--- src/include/fix_params.svh ---
// Sizing and special byte values for the FIX tag=value parser.
// Included by the package and by every RTL module that needs a width or a delimiter.
`ifndef FIX_PARAMS_SVH
`define FIX_PARAMS_SVH

// Largest number of value bytes kept per field. Longer values are cut and flagged.
`define FIX_VALUE_BYTES 32

// Width of the binary tag number. Four decimal digits fit.
`define FIX_TAG_W 16

`define FIX_SOH 8'h01 // Field delimiter.
`define FIX_EQ 8'h3D // Separates tag from value.

`endif
--- src/logic/fix_pkg.sv ---
// Shared types for the FIX parser pipeline.
// Modules import this package for token kinds, lexer states and derived widths.
`include "fix_params.svh"

package fix_pkg;

	// Kind of each input byte as seen by the lexer.
	typedef enum logic [1:0] {
		TOK_TAG_CHAR,
		TOK_EQ,
		TOK_VAL_CHAR,
		TOK_SOH
	} tok_kind_e;

	// Lexer position inside a field.
	typedef enum logic {
		LEX_TAG,
		LEX_VALUE
	} lex_state_e;

	localparam int VAL_W = `FIX_VALUE_BYTES * 8; // Value bus width in bits.
	localparam int VAL_LEN_W = $clog2(`FIX_VALUE_BYTES + 1); // Holds 0 to FIX_VALUE_BYTES.
	localparam int TAG_DIGITS = 4; // Most digits accepted in a tag.

	localparam logic [`FIX_TAG_W-1:0] TAG_BEGIN_STRING = 8; // Must open every message.
	localparam logic [`FIX_TAG_W-1:0] TAG_CHECKSUM = 10; // Closes every message.

endpackage

--- src/logic/fix_parser.sv ---
// Top level of the FIX tag=value parser.
// Byte stream in, one strobe per parsed field out, and a verdict at the end of each message.
// Chain is lexer, then field extractor, then message checker.
`timescale 1ns/10ps
`include "fix_params.svh"

module fix_parser (
	input  logic                          clk,
	input  logic                          rst,
	input  logic [7:0]                    byte_i,
	input  logic                          byte_valid_i,
	output logic                          field_valid_o,
	output logic [`FIX_TAG_W-1:0]         field_tag_o,
	output logic [fix_pkg::VAL_W-1:0]     field_value_o,
	output logic [fix_pkg::VAL_LEN_W-1:0] field_len_o,
	output logic                          field_err_o,
	output logic                          msg_done_o,
	output logic                          msg_ok_o,
	output logic [7:0]                    msg_fields_o
);

	import fix_pkg::*;

	logic       tok_valid;
	tok_kind_e  tok_kind;
	logic [7:0] tok_byte;

	fix_lexer u_lexer (
		.clk(clk),
		.rst(rst),
		.byte_i(byte_i),
		.byte_valid_i(byte_valid_i),
		.tok_valid_o(tok_valid),
		.tok_kind_o(tok_kind),
		.tok_byte_o(tok_byte)
	);

	fix_field_extract u_extract (
		.clk(clk),
		.rst(rst),
		.tok_valid_i(tok_valid),
		.tok_kind_i(tok_kind),
		.tok_byte_i(tok_byte),
		.field_valid_o(field_valid_o),
		.field_tag_o(field_tag_o),
		.field_value_o(field_value_o),
		.field_len_o(field_len_o),
		.field_err_o(field_err_o)
	);

	// The checker also sees the raw tokens for the checksum.
	fix_msg_check u_check (
		.clk(clk),
		.rst(rst),
		.tok_valid_i(tok_valid),
		.tok_byte_i(tok_byte),
		.field_valid_i(field_valid_o),
		.field_tag_i(field_tag_o),
		.field_value_i(field_value_o),
		.msg_done_o(msg_done_o),
		.msg_ok_o(msg_ok_o),
		.msg_fields_o(msg_fields_o)
	);

endmodule

--- src/logic/fix_msg_check.sv ---
// Result stage of the FIX parser.
// Keeps the running modulo-256 sum and the field count of the current message and,
// on the checksum field (tag 10), reports whether the message is well formed.
`timescale 1ns/10ps
`include "fix_params.svh"

module fix_msg_check (
	input  logic                      clk,
	input  logic                      rst,
	input  logic                      tok_valid_i,
	input  logic [7:0]                tok_byte_i,
	input  logic                      field_valid_i,
	input  logic [`FIX_TAG_W-1:0]     field_tag_i,
	input  logic [fix_pkg::VAL_W-1:0] field_value_i,
	output logic                      msg_done_o,
	output logic                      msg_ok_o,
	output logic [7:0]                msg_fields_o
);

	import fix_pkg::*;

	logic [7:0] sum;
	logic [7:0] sum_inc;
	logic [7:0] snap; // Sum through the latest SOH.
	logic [7:0] snap_prev; // Sum through the SOH before that.
	logic [7:0] count;
	logic       seen_begin;

	logic       is_cks;
	logic       digits_ok;
	logic [9:0] cks_num;

	assign sum_inc = sum + tok_byte_i;
	assign is_cks = (field_tag_i == TAG_CHECKSUM);

	// Exactly three ASCII digits, so the fourth byte must be empty.
	assign digits_ok = (field_value_i[7:4] == 4'h3) && (field_value_i[3:0] <= 4'd9) &&
		(field_value_i[15:12] == 4'h3) && (field_value_i[11:8] <= 4'd9) &&
		(field_value_i[23:20] == 4'h3) && (field_value_i[19:16] <= 4'd9) &&
		(field_value_i[31:24] == 8'h00);
	assign cks_num = {6'd0, field_value_i[3:0]} * 10'd100 +
		{6'd0, field_value_i[11:8]} * 10'd10 + {6'd0, field_value_i[19:16]};

	always_ff @(posedge clk) begin
		if (rst) begin
			sum <= '0;
			snap <= '0;
			snap_prev <= '0;
			count <= '0;
			seen_begin <= 1'b0;
			msg_done_o <= 1'b0;
		end else begin
			msg_done_o <= 1'b0;
			if (tok_valid_i) begin
				sum <= sum_inc;
				if (tok_byte_i == `FIX_SOH) begin
					snap <= sum_inc;
					snap_prev <= snap; // This SOH may close the checksum field itself.
				end
			end
			if (field_valid_i) begin
				if (is_cks) begin
					msg_done_o <= 1'b1;
					sum <= tok_valid_i ? tok_byte_i : 8'h00; // Next message may have started.
					snap <= '0;
					snap_prev <= '0;
					count <= '0;
					seen_begin <= 1'b0;
				end else begin
					count <= count + 8'd1;
					if (count == '0 && field_tag_i == TAG_BEGIN_STRING) begin
						seen_begin <= 1'b1;
					end
				end
			end
		end
	end

	always_ff @(posedge clk) begin
		if (field_valid_i && is_cks) begin
			msg_ok_o <= seen_begin && digits_ok && (cks_num == {2'b00, snap_prev});
			msg_fields_o <= count + 8'd1;
		end
	end

endmodule

--- src/logic/fix_field_extract.sv ---
// Execute stage of the FIX parser.
// Accumulates the decimal tag and the value bytes of each field from the token stream
// and emits the finished field with a one-cycle strobe when its SOH arrives.
`timescale 1ns/10ps
`include "fix_params.svh"

module fix_field_extract (
	input  logic                         clk,
	input  logic                         rst,
	input  logic                         tok_valid_i,
	input  fix_pkg::tok_kind_e           tok_kind_i,
	input  logic [7:0]                   tok_byte_i,
	output logic                         field_valid_o,
	output logic [`FIX_TAG_W-1:0]        field_tag_o,
	output logic [fix_pkg::VAL_W-1:0]    field_value_o,
	output logic [fix_pkg::VAL_LEN_W-1:0] field_len_o,
	output logic                         field_err_o
);

	import fix_pkg::*;

	logic [`FIX_TAG_W-1:0] tag_acc;
	logic [2:0]            tag_cnt; // Digits taken so far.
	logic [VAL_W-1:0]      val_buf;
	logic [VAL_LEN_W-1:0]  val_len;
	logic                  acc_err;

	logic                  is_digit;
	logic [`FIX_TAG_W-1:0] tag_step;

	assign is_digit = (tok_byte_i >= 8'h30) && (tok_byte_i <= 8'h39);

	// Ten times the tag so far plus the new digit, which is the low nibble of its ASCII code.
	assign tag_step = (tag_acc << 3) + (tag_acc << 1) +
		{{(`FIX_TAG_W-4){1'b0}}, tok_byte_i[3:0]};

	always_ff @(posedge clk) begin
		if (rst) begin
			tag_acc <= '0;
			tag_cnt <= '0;
			val_buf <= '0;
			val_len <= '0;
			acc_err <= 1'b0;
			field_valid_o <= 1'b0;
		end else begin
			field_valid_o <= 1'b0;
			if (tok_valid_i) begin
				case (tok_kind_i)
					TOK_TAG_CHAR: begin
						if (!is_digit || tag_cnt == TAG_DIGITS) begin
							acc_err <= 1'b1;
						end else begin
							tag_acc <= tag_step;
							tag_cnt <= tag_cnt + 3'd1;
						end
					end
					TOK_EQ: begin
						if (tag_cnt == '0) begin
							acc_err <= 1'b1; // Nothing came before the '='.
						end
					end
					TOK_VAL_CHAR: begin
						if (val_len < `FIX_VALUE_BYTES) begin
							val_buf[8*val_len +: 8] <= tok_byte_i; // First byte lands lowest.
							val_len <= val_len + 1'b1;
						end else begin
							acc_err <= 1'b1; // Overlong value, the byte is lost.
						end
					end
					TOK_SOH: begin
						field_valid_o <= 1'b1;
						tag_acc <= '0;
						tag_cnt <= '0;
						val_buf <= '0; // Keeps unused bytes of the next field at zero.
						val_len <= '0;
						acc_err <= 1'b0;
					end
					default: acc_err <= 1'b1;
				endcase
			end
		end
	end

	// Field results are captured on the same SOH that clears the accumulators.
	always_ff @(posedge clk) begin
		if (tok_valid_i && tok_kind_i == TOK_SOH) begin
			field_tag_o <= tag_acc;
			field_value_o <= val_buf;
			field_len_o <= val_len;
			field_err_o <= acc_err;
		end
	end

	a_len_in_range: assert property (@(posedge clk) disable iff (rst)
		field_valid_o |-> field_len_o <= `FIX_VALUE_BYTES);

endmodule

--- src/logic/fix_lexer.sv ---
// Decode stage of the FIX parser.
// Samples every input byte, classifies it as a tag character, '=', a value character
// or SOH, and presents it one cycle after sampling as a registered token.
`timescale 1ns/10ps
`include "fix_params.svh"

module fix_lexer (
	input  logic               clk,
	input  logic               rst,
	input  logic [7:0]         byte_i,
	input  logic               byte_valid_i,
	output logic               tok_valid_o,
	output fix_pkg::tok_kind_e tok_kind_o,
	output logic [7:0]         tok_byte_o
);

	import fix_pkg::*;

	lex_state_e state;
	lex_state_e state_next;
	tok_kind_e  kind;
	logic [7:0] byte_q; // Input byte as sampled.
	logic       valid_q;

	// Token kind depends only on where we are in the field.
	always_comb begin
		state_next = state;
		kind = TOK_TAG_CHAR;
		case (state)
			LEX_TAG: begin
				if (byte_q == `FIX_EQ) begin
					kind = TOK_EQ;
					state_next = LEX_VALUE;
				end else begin
					kind = TOK_TAG_CHAR;
				end
			end
			LEX_VALUE: begin
				if (byte_q == `FIX_SOH) begin
					kind = TOK_SOH;
					state_next = LEX_TAG;
				end else begin
					kind = TOK_VAL_CHAR; // An '=' here is plain value data.
				end
			end
			default: state_next = LEX_TAG;
		endcase
	end

	always_ff @(posedge clk) begin
		if (rst) begin
			state <= LEX_TAG;
			valid_q <= 1'b0;
			tok_valid_o <= 1'b0;
		end else begin
			valid_q <= byte_valid_i;
			tok_valid_o <= valid_q;
			if (valid_q) begin
				state <= state_next; // Only real bytes move the lexer.
			end
		end
	end

	always_ff @(posedge clk) begin
		if (byte_valid_i) begin
			byte_q <= byte_i;
		end
		if (valid_q) begin
			tok_kind_o <= kind;
			tok_byte_o <= byte_q;
		end
	end

	// A token appears only for a byte that was actually strobed in.
	a_no_spurious_token: assert property (@(posedge clk) disable iff (rst)
		tok_valid_o |-> $past(byte_valid_i, 2));

endmodule

--- config.mk ---
export PLATFORM = sky130hd
export DESIGN_NAME = fix_parser
export DESIGN_NICKNAME = d
export VERILOG_FILES = /design/src/logic/fix_pkg.sv /design/src/logic/fix_parser.sv /design/src/logic/fix_msg_check.sv /design/src/logic/fix_field_extract.sv /design/src/logic/fix_lexer.sv
export VERILOG_INCLUDE_DIRS = /design/src /design/src/include
export SDC_FILE = /design/constraint.sdc
export NUM_CORES = 1
export LEC_CHECK = 0
export CELL_PAD_IN_SITES_DETAIL_PLACEMENT = 1
export CELL_PAD_IN_SITES_GLOBAL_PLACEMENT = 2
export CORE_MARGIN = 1.5
export CORE_UTILIZATION = 44
export CTS_BUF_LIST = sky130_fd_sc_hd__clkbuf_16
export CTS_CLUSTER_DIAMETER = 120
export DETAILED_ROUTE_END_ITERATION = 8
export DONT_BUFFER_PORTS = 1
export PLACE_DENSITY = 0.89
export SYNTH_ARGS = -nofsm -noshare
export SYNTH_HDL_FRONTEND = slang
export SYNTH_SLANG_ARGS = --single-unit
--- constraint.sdc ---
create_clock -name clk -period 9.6 [get_ports clk]
set_clock_uncertainty 0.15 [all_clocks]
set_input_delay 0.96 -clock clk [delete_from_list [all_inputs] [get_ports clk]]
set_output_delay 0.96 -clock clk [all_outputs]
set_load 0.05 [all_outputs]
; ---- After elaboration in Yosys (flattened, before gate mapping)
; Index checks and enable logic that the tools add are counted.
; W data, S select, Z words.
[op_classes]
n_addsub = 9
n_mul = 2
magnitude_cmp = 6
n_eq_ne = 18
n_shift = 2
muxes = 36
bitwise_logic = 3
n_reduce_logical = 27
[op_table]
columns = operator, count
row1 = $pmux W256 S2, 1
row2 = $bwmux W256, 1
row3 = $mux W256, 1
row4 = $shift A8 B34 Y256 const A, 1
row5 = $shiftx A8 B34 Y256, 1
row6 = $mux W8, 13
row7 = $neg A9 Y34, 1
row8 = $eq A16 B4 Y1 const B, 2
row9 = $pmux W16 S2, 1
row10 = $add A16 B16 Y16, 1
row11 = $add A16 B4 Y16, 1
row12 = $eq A8 B1 Y1 const B, 2
row13 = $logic_not A8 Y1, 2
row14 = $mux W16, 1
row15 = $eq A4 B2 Y1 const B, 3
row16 = $le A4 B4 Y1 const B, 3
row17 = $logic_and A1 B1 Y1, 12
row18 = $pmux W6 S2, 1
row19 = $mux W1, 11
row20 = $add A10 B4 Y10, 1
row21 = $add A10 B8 Y10, 1
row22 = $eq A10 B8 Y1, 1
row23 = $add A8 B1 Y8 const B, 1
row24 = $add A8 B8 Y8, 1
row25 = other kinds (29), 39
[totals]
regBits = 626
inputBits = 11
output_inout_bits = 290
wordCells = 127

; ---- Depth between registers and ports, before layout
[depth]
word_depth = 9
mapped_depth = 13
ltp_nobuf = 13

; ---- Hierarchy
; Synthesis repeated with hierarchy kept, for this count alone.
[unflattened]
cells_unflattened = 1849
area_unflattened_um2 = 22967.0
[modules_own_cells]
columns = mod, instances, cells_each, area_each_um2, seq_area_each_um2
row1 = fix_field_extract, 1, 1481, 19348.6, 14043.5
row2 = fix_msg_check, 1, 336, 2940.3, 950.9
row3 = fix_lexer, 1, 32, 678.2, 600.6

; ---- Worst setup path before layout
; No wires, ideal clock.
[synth_path]
kind = flip-flop to flip-flop
start = register u_lexer.tok_kind_o[1]
end = register u_extract.val_buf[10]
setup_time_ns = 0.117
t_arrival_ns = 8.144
required_ns = 9.333
setup_slack_ns = 1.189
stages_incl_launch_ff = 10
path_buffers = 2
synth_period_minus_slack_ns = 8.411
path_cell_list = edfxtp_1 > buf_2 > nand3_1 > inv_1 > nor2_1 > or3_1 > buf_2 > nor3_2 > nor2_1 > a22o_1
[synth_between]
elab_chain_cells = 3
word_cells_on_any_way = 6
classes_between = eq/ne: 3 / mux: 1 / reduce/logical: 2
[synth_rtl]
columns = item, line
row1 = "start, declared", fix_lexer.sv:13  ; output fix_pkg::tok_kind_e tok_kind_o,
row2 = "start signal, assigned", fix_lexer.sv:69  ; tok_kind_o <= kind;
row3 = $eq A2 B2 Y1, fix_field_extract.sv:48  ; case (tok_kind_i)
row4 = $ne A2 B1 Y1 (no source line) or $reduce_bool A2 Y1 (tied branches), --
row5 = $reduce_and A3 Y1 (no source line), --
row6 = "end signal, assigned by index", fix_field_extract.sv:64  ; val_buf[8*val_len +: 8] <= tok_byte_i;
row7 = "end, declared", fix_field_extract.sv:24  ; logic [VAL_W-1:0] val_buf;
; Several ways; a longest one is shown, not always the timed one.
; A chain may end at the register's enable or synchronous reset.

; ---- Worst setup path after layout
[layout_path]
start = register u_lexer.tok_valid_o
end = register u_extract.val_buf[193]
[layout_between]
elab_chain_cells = 1
[layout_rtl]
columns = item, line
row1 = "start, declared", fix_lexer.sv:12  ; output logic tok_valid_o,
row2 = "start signal, assigned", fix_lexer.sv:57  ; tok_valid_o <= valid_q;
row3 = $reduce_and A3 Y1 (no source line), --
; No other way between the ends.

==> reports/results.ini <==
[status]
status = finished clean

[detailed_routing]
wl_mm = 66.33
antenna_left = 0
first_pass_iters = 5
met1_length_mm = 27.83
drc = 0
wl_met2_mm = 32.62
wl_met3_mm = 4.086
vias_per_cell = 5.953
vias = 14420
dr.max_layer_used = met4
detail_route.iter0.violations = 1058
wl_per_cell_um = 27.39

[timing]
rsz0062_at_grt = no
fin_crit_sh_pct = 46.80
final-setup-viol-count = 0
tns_ps = 0
setup_slack_ps = 5107
holdWs_ps = 255.6
fmax_mhz = 222.6
worst_pin_slew_ps = 1176
finalHoldViolations = 0
min_period_ps = 4493
max_slew_margin_pct = 21.03
final-max-slew-violation-count = 0

[power]
leakage_nw = 9.204
sw_frac_of_total_pct = 22.00
power.density_nw_per_um2 = 212.0
power.total_w = 0.005431
ir_drop_mv = 0.1459
p_comb_share_pct = 2.4
clkPwrFrac_pct = 45.2
p_seq_share_pct = 52.4
switchingPower_w = 0.001195
p_int_w = 0.004236

[synth]
synthCells = 1676
synth_cell_types = 71
yosys_register_bits = 626
synth_fp_nets = 1761
synthFlopType = dfxtp_1
avgSynthCellArea_um2 = 13.61
ys_top_cells_by_area = edfxtp_1, dfxtp_1, a22o_1, ha_1, nand3_1
synth_edf_count = 306
synth_largest_area_cell = edfxtp_1
yosysWarnings = 0
synth_area_um2 = 22810
synth_top_area_share_pct = 40.28
seq_area_frac_synth_pct = 68.36
synth-async-reset-ratio_pct = 0

[placed_design]
portBuffers = 0
gp_congestion = 0.8510
dp.final_hpwl_mm = 43.82
placed_cells = 2306
place_ws_ps = 5140

[critical_path]
criticalPathCategory = reg -> reg
cp-end-kind = flip-flop
cp.arrival_ps = 4880
worstSetupStartpoint = u_lexer.tok_valid_o$_SDFF_PP0_
reg2reg_from = u_lexer.tok_valid_o$_SDFF_PP0_
crit_required_ps = 9990
critical_path_peak_fanout = 148
start_kind = flip-flop

[grt]
grt_pass1_wl_mm = 98.77
antenna_found_initial = 0
grt_max_degree = 149
grt_pass1_vias = 14930
grt_use_total_pct = 24.70
grt_overflow_total = 0

[die]
rows = 83
fp.dieH_um = 230.7
die_area_um2 = 53220
die_w_um = 230.7
core_um2 = 51300
start_util_pct = 44.47
ioPinCount = 301

[clock_network]
cts_buffers = 61
cts_num_sinks = 626
cts_setup_buffers = 0
clockBufferDepth = 3
clkTransAtPathRegs_ps = 70
clock_latency_ps = 630
clock-root-buffer = clkbuf_16
cts.repair.resized = 0
cts_htree_levels = 2
cts_tree = yes
ctsHoldBuffers = 0

[final_layout]
finalNetCount = 1774
area_delta_synth_final_pct = 12.29
final_layout_size_suffix_gt1_share_pct = 9.989
n_antenna_cell = 0
post_layout_nonfiller_instances = 2422

[run]
cap_violations = 0

[min_path]
hp-class = in -> reg
min_from = rst

==> state kept, by name, indices dropped and copies added, names as in the netlist, 3 cells and up <==
name                     flops
u_extract.field_tag_o       16
u_extract.field_value_o    256
u_extract.tag_acc           16
u_extract.val_buf          256
u_extract.field_len_o        6
u_check.snap                 8
u_extract.tag_cnt            3
u_lexer.byte_q               8
u_check.snap_prev            8
u_check.msg_fields_o         8
u_extract.val_len            6
u_check.count                8
u_lexer.tok_byte_o           8
u_check.sum                  8
==> per-layer routing <==
| metal | vias up | global-route usage [%] |
|---|---|---|
| li1 | 6375 | - |
| met4 | 0 | 7.292 |
| met1 | 7447 | 31.94 |
| met5 | - | 0 |
| met3 | 107 | 5.114 |
| met2 | 490 | 41.78 |
==> cells in the final DEF (no fill, tap or decap), drive strengths merged, types with 4 or more instances in the layout <==
master	netlist	routed
nand2	79	79
nor2	101	101
and3	11	11
clkinv	0	27
o41ai	4	4
nor4b	5	5
a211oi	8	8
xnor2	31	31
dfxtp	320	320
fa	8	8
edfxtp	306	306
nor2b	20	20
mux2	10	10
nand4	19	19
o21ai	32	32
a22o	178	178
ha	66	66
mux2i	18	18
o21bai	4	4
inv	39	54
a31oi	15	15
o21a	6	6
or3	4	4
o31ai	29	29
bufinv	0	8
clkbuf	51	63
nand3	79	79
a21o	9	9
nor4	9	9
buf	21	22
xor2	15	15
nor3b	9	9
nand2b	5	5
a21oi	70	70
nor3	39	39
o2bb2ai	16	16
==> per-stage QoR <==
stage / util [%] / instance area, um^2
after floorplan: - / 22810
after global placement: 45.93 / 23560
after detailed placement: 45.93 / 23560
after CTS: 49.93 / 25620
after global routing: 49.93 / 25620
final: 49.93 / 25620
==> Yosys cell counts, types with 9 or more instances <==
master,number
nor2_1,95
nand2_1,77
buf_2,15
a21oi_1,68
xnor2_1,31
clkbuf_1,51
o21ai_0,32
ha_1,66
a31oi_1,15
xor2_1,14
o2bb2ai_1,16
edfxtp_1,306
a21o_1,9
nand3_1,77
mux2_2,10
inv_1,39
a22o_1,178
and3_1,11
dfxtp_1,320
nor3_2,14
nor2b_1,20
o31ai_1,29
mux2i_1,18
nor3_1,21
nand4_1,19
==> area by class of cell <==
| type | instances | area [um^2] |
|---|---|---|
| Clock inverter | 53 | 476.7 |
| Clock buffer | 63 | 1577 |
| Inverter | 39 | 153.9 |
| Multi-Input combinational cell | 939 | 6798 |
| Tap cell | 680 | 850.8 |
| Fill cell | 5086 | 25690 |
| Sequential cell | 626 | 15600 |
| Timing Repair Buffer | 22 | 165.2 |
==> logic make-up after synthesis <==
logic type                 Yosys count  share of synthesized area, %
AOI/OAI and AO/OA                  392                         13.01
buffers and inverters              111                         1.942
muxes                               28                         1.283
adders and majority gates           74                         4.322
DFF                                626                         68.36
and+or+nand+nor                    399                         9.285
xor gates and xnor gates            46                         1.799
==> critical path, stage by stage, from the launching register on <==
cell       delay (ps)
dfxtp_1           810
nand3_1           140
buf_4             350
inv_8             750
nor2_1            270
nor3_1            960
nand3_1           530
o2bb2ai_1         350
==> final timing paths <==
check / end / slack (ps) / cells past startpoint
hold reg to reg: u_extract.field_value_o[203]$_DFFE_PP_ / 280 / 0
hold / removal: u_extract.tag_acc[11]$_SDFFE_PP0P_ / 260 / 1
setup / recovery: u_extract.val_buf[193]$_SDFFE_PP0P_ / 5110 / 7
setup reg to reg: u_extract.val_buf[193]$_SDFFE_PP0P_ / 5110 / 7
==> power groups by stage <==
stage	Sequential (W)	Combinational (W)	Clock, W
5_1_grt	0.00285	0.000143	0.00258
6_report	0.00285	0.000133	0.00245
3_5_place_dp	0.00290	0.000132	0
4_1_cts	0.00285	0.000133	0.00249
2_1_floorplan	0.00289	0.0000871	0
3_3_place_gp	0.00290	0.000127	0
(Power assumes the default switching activity.)
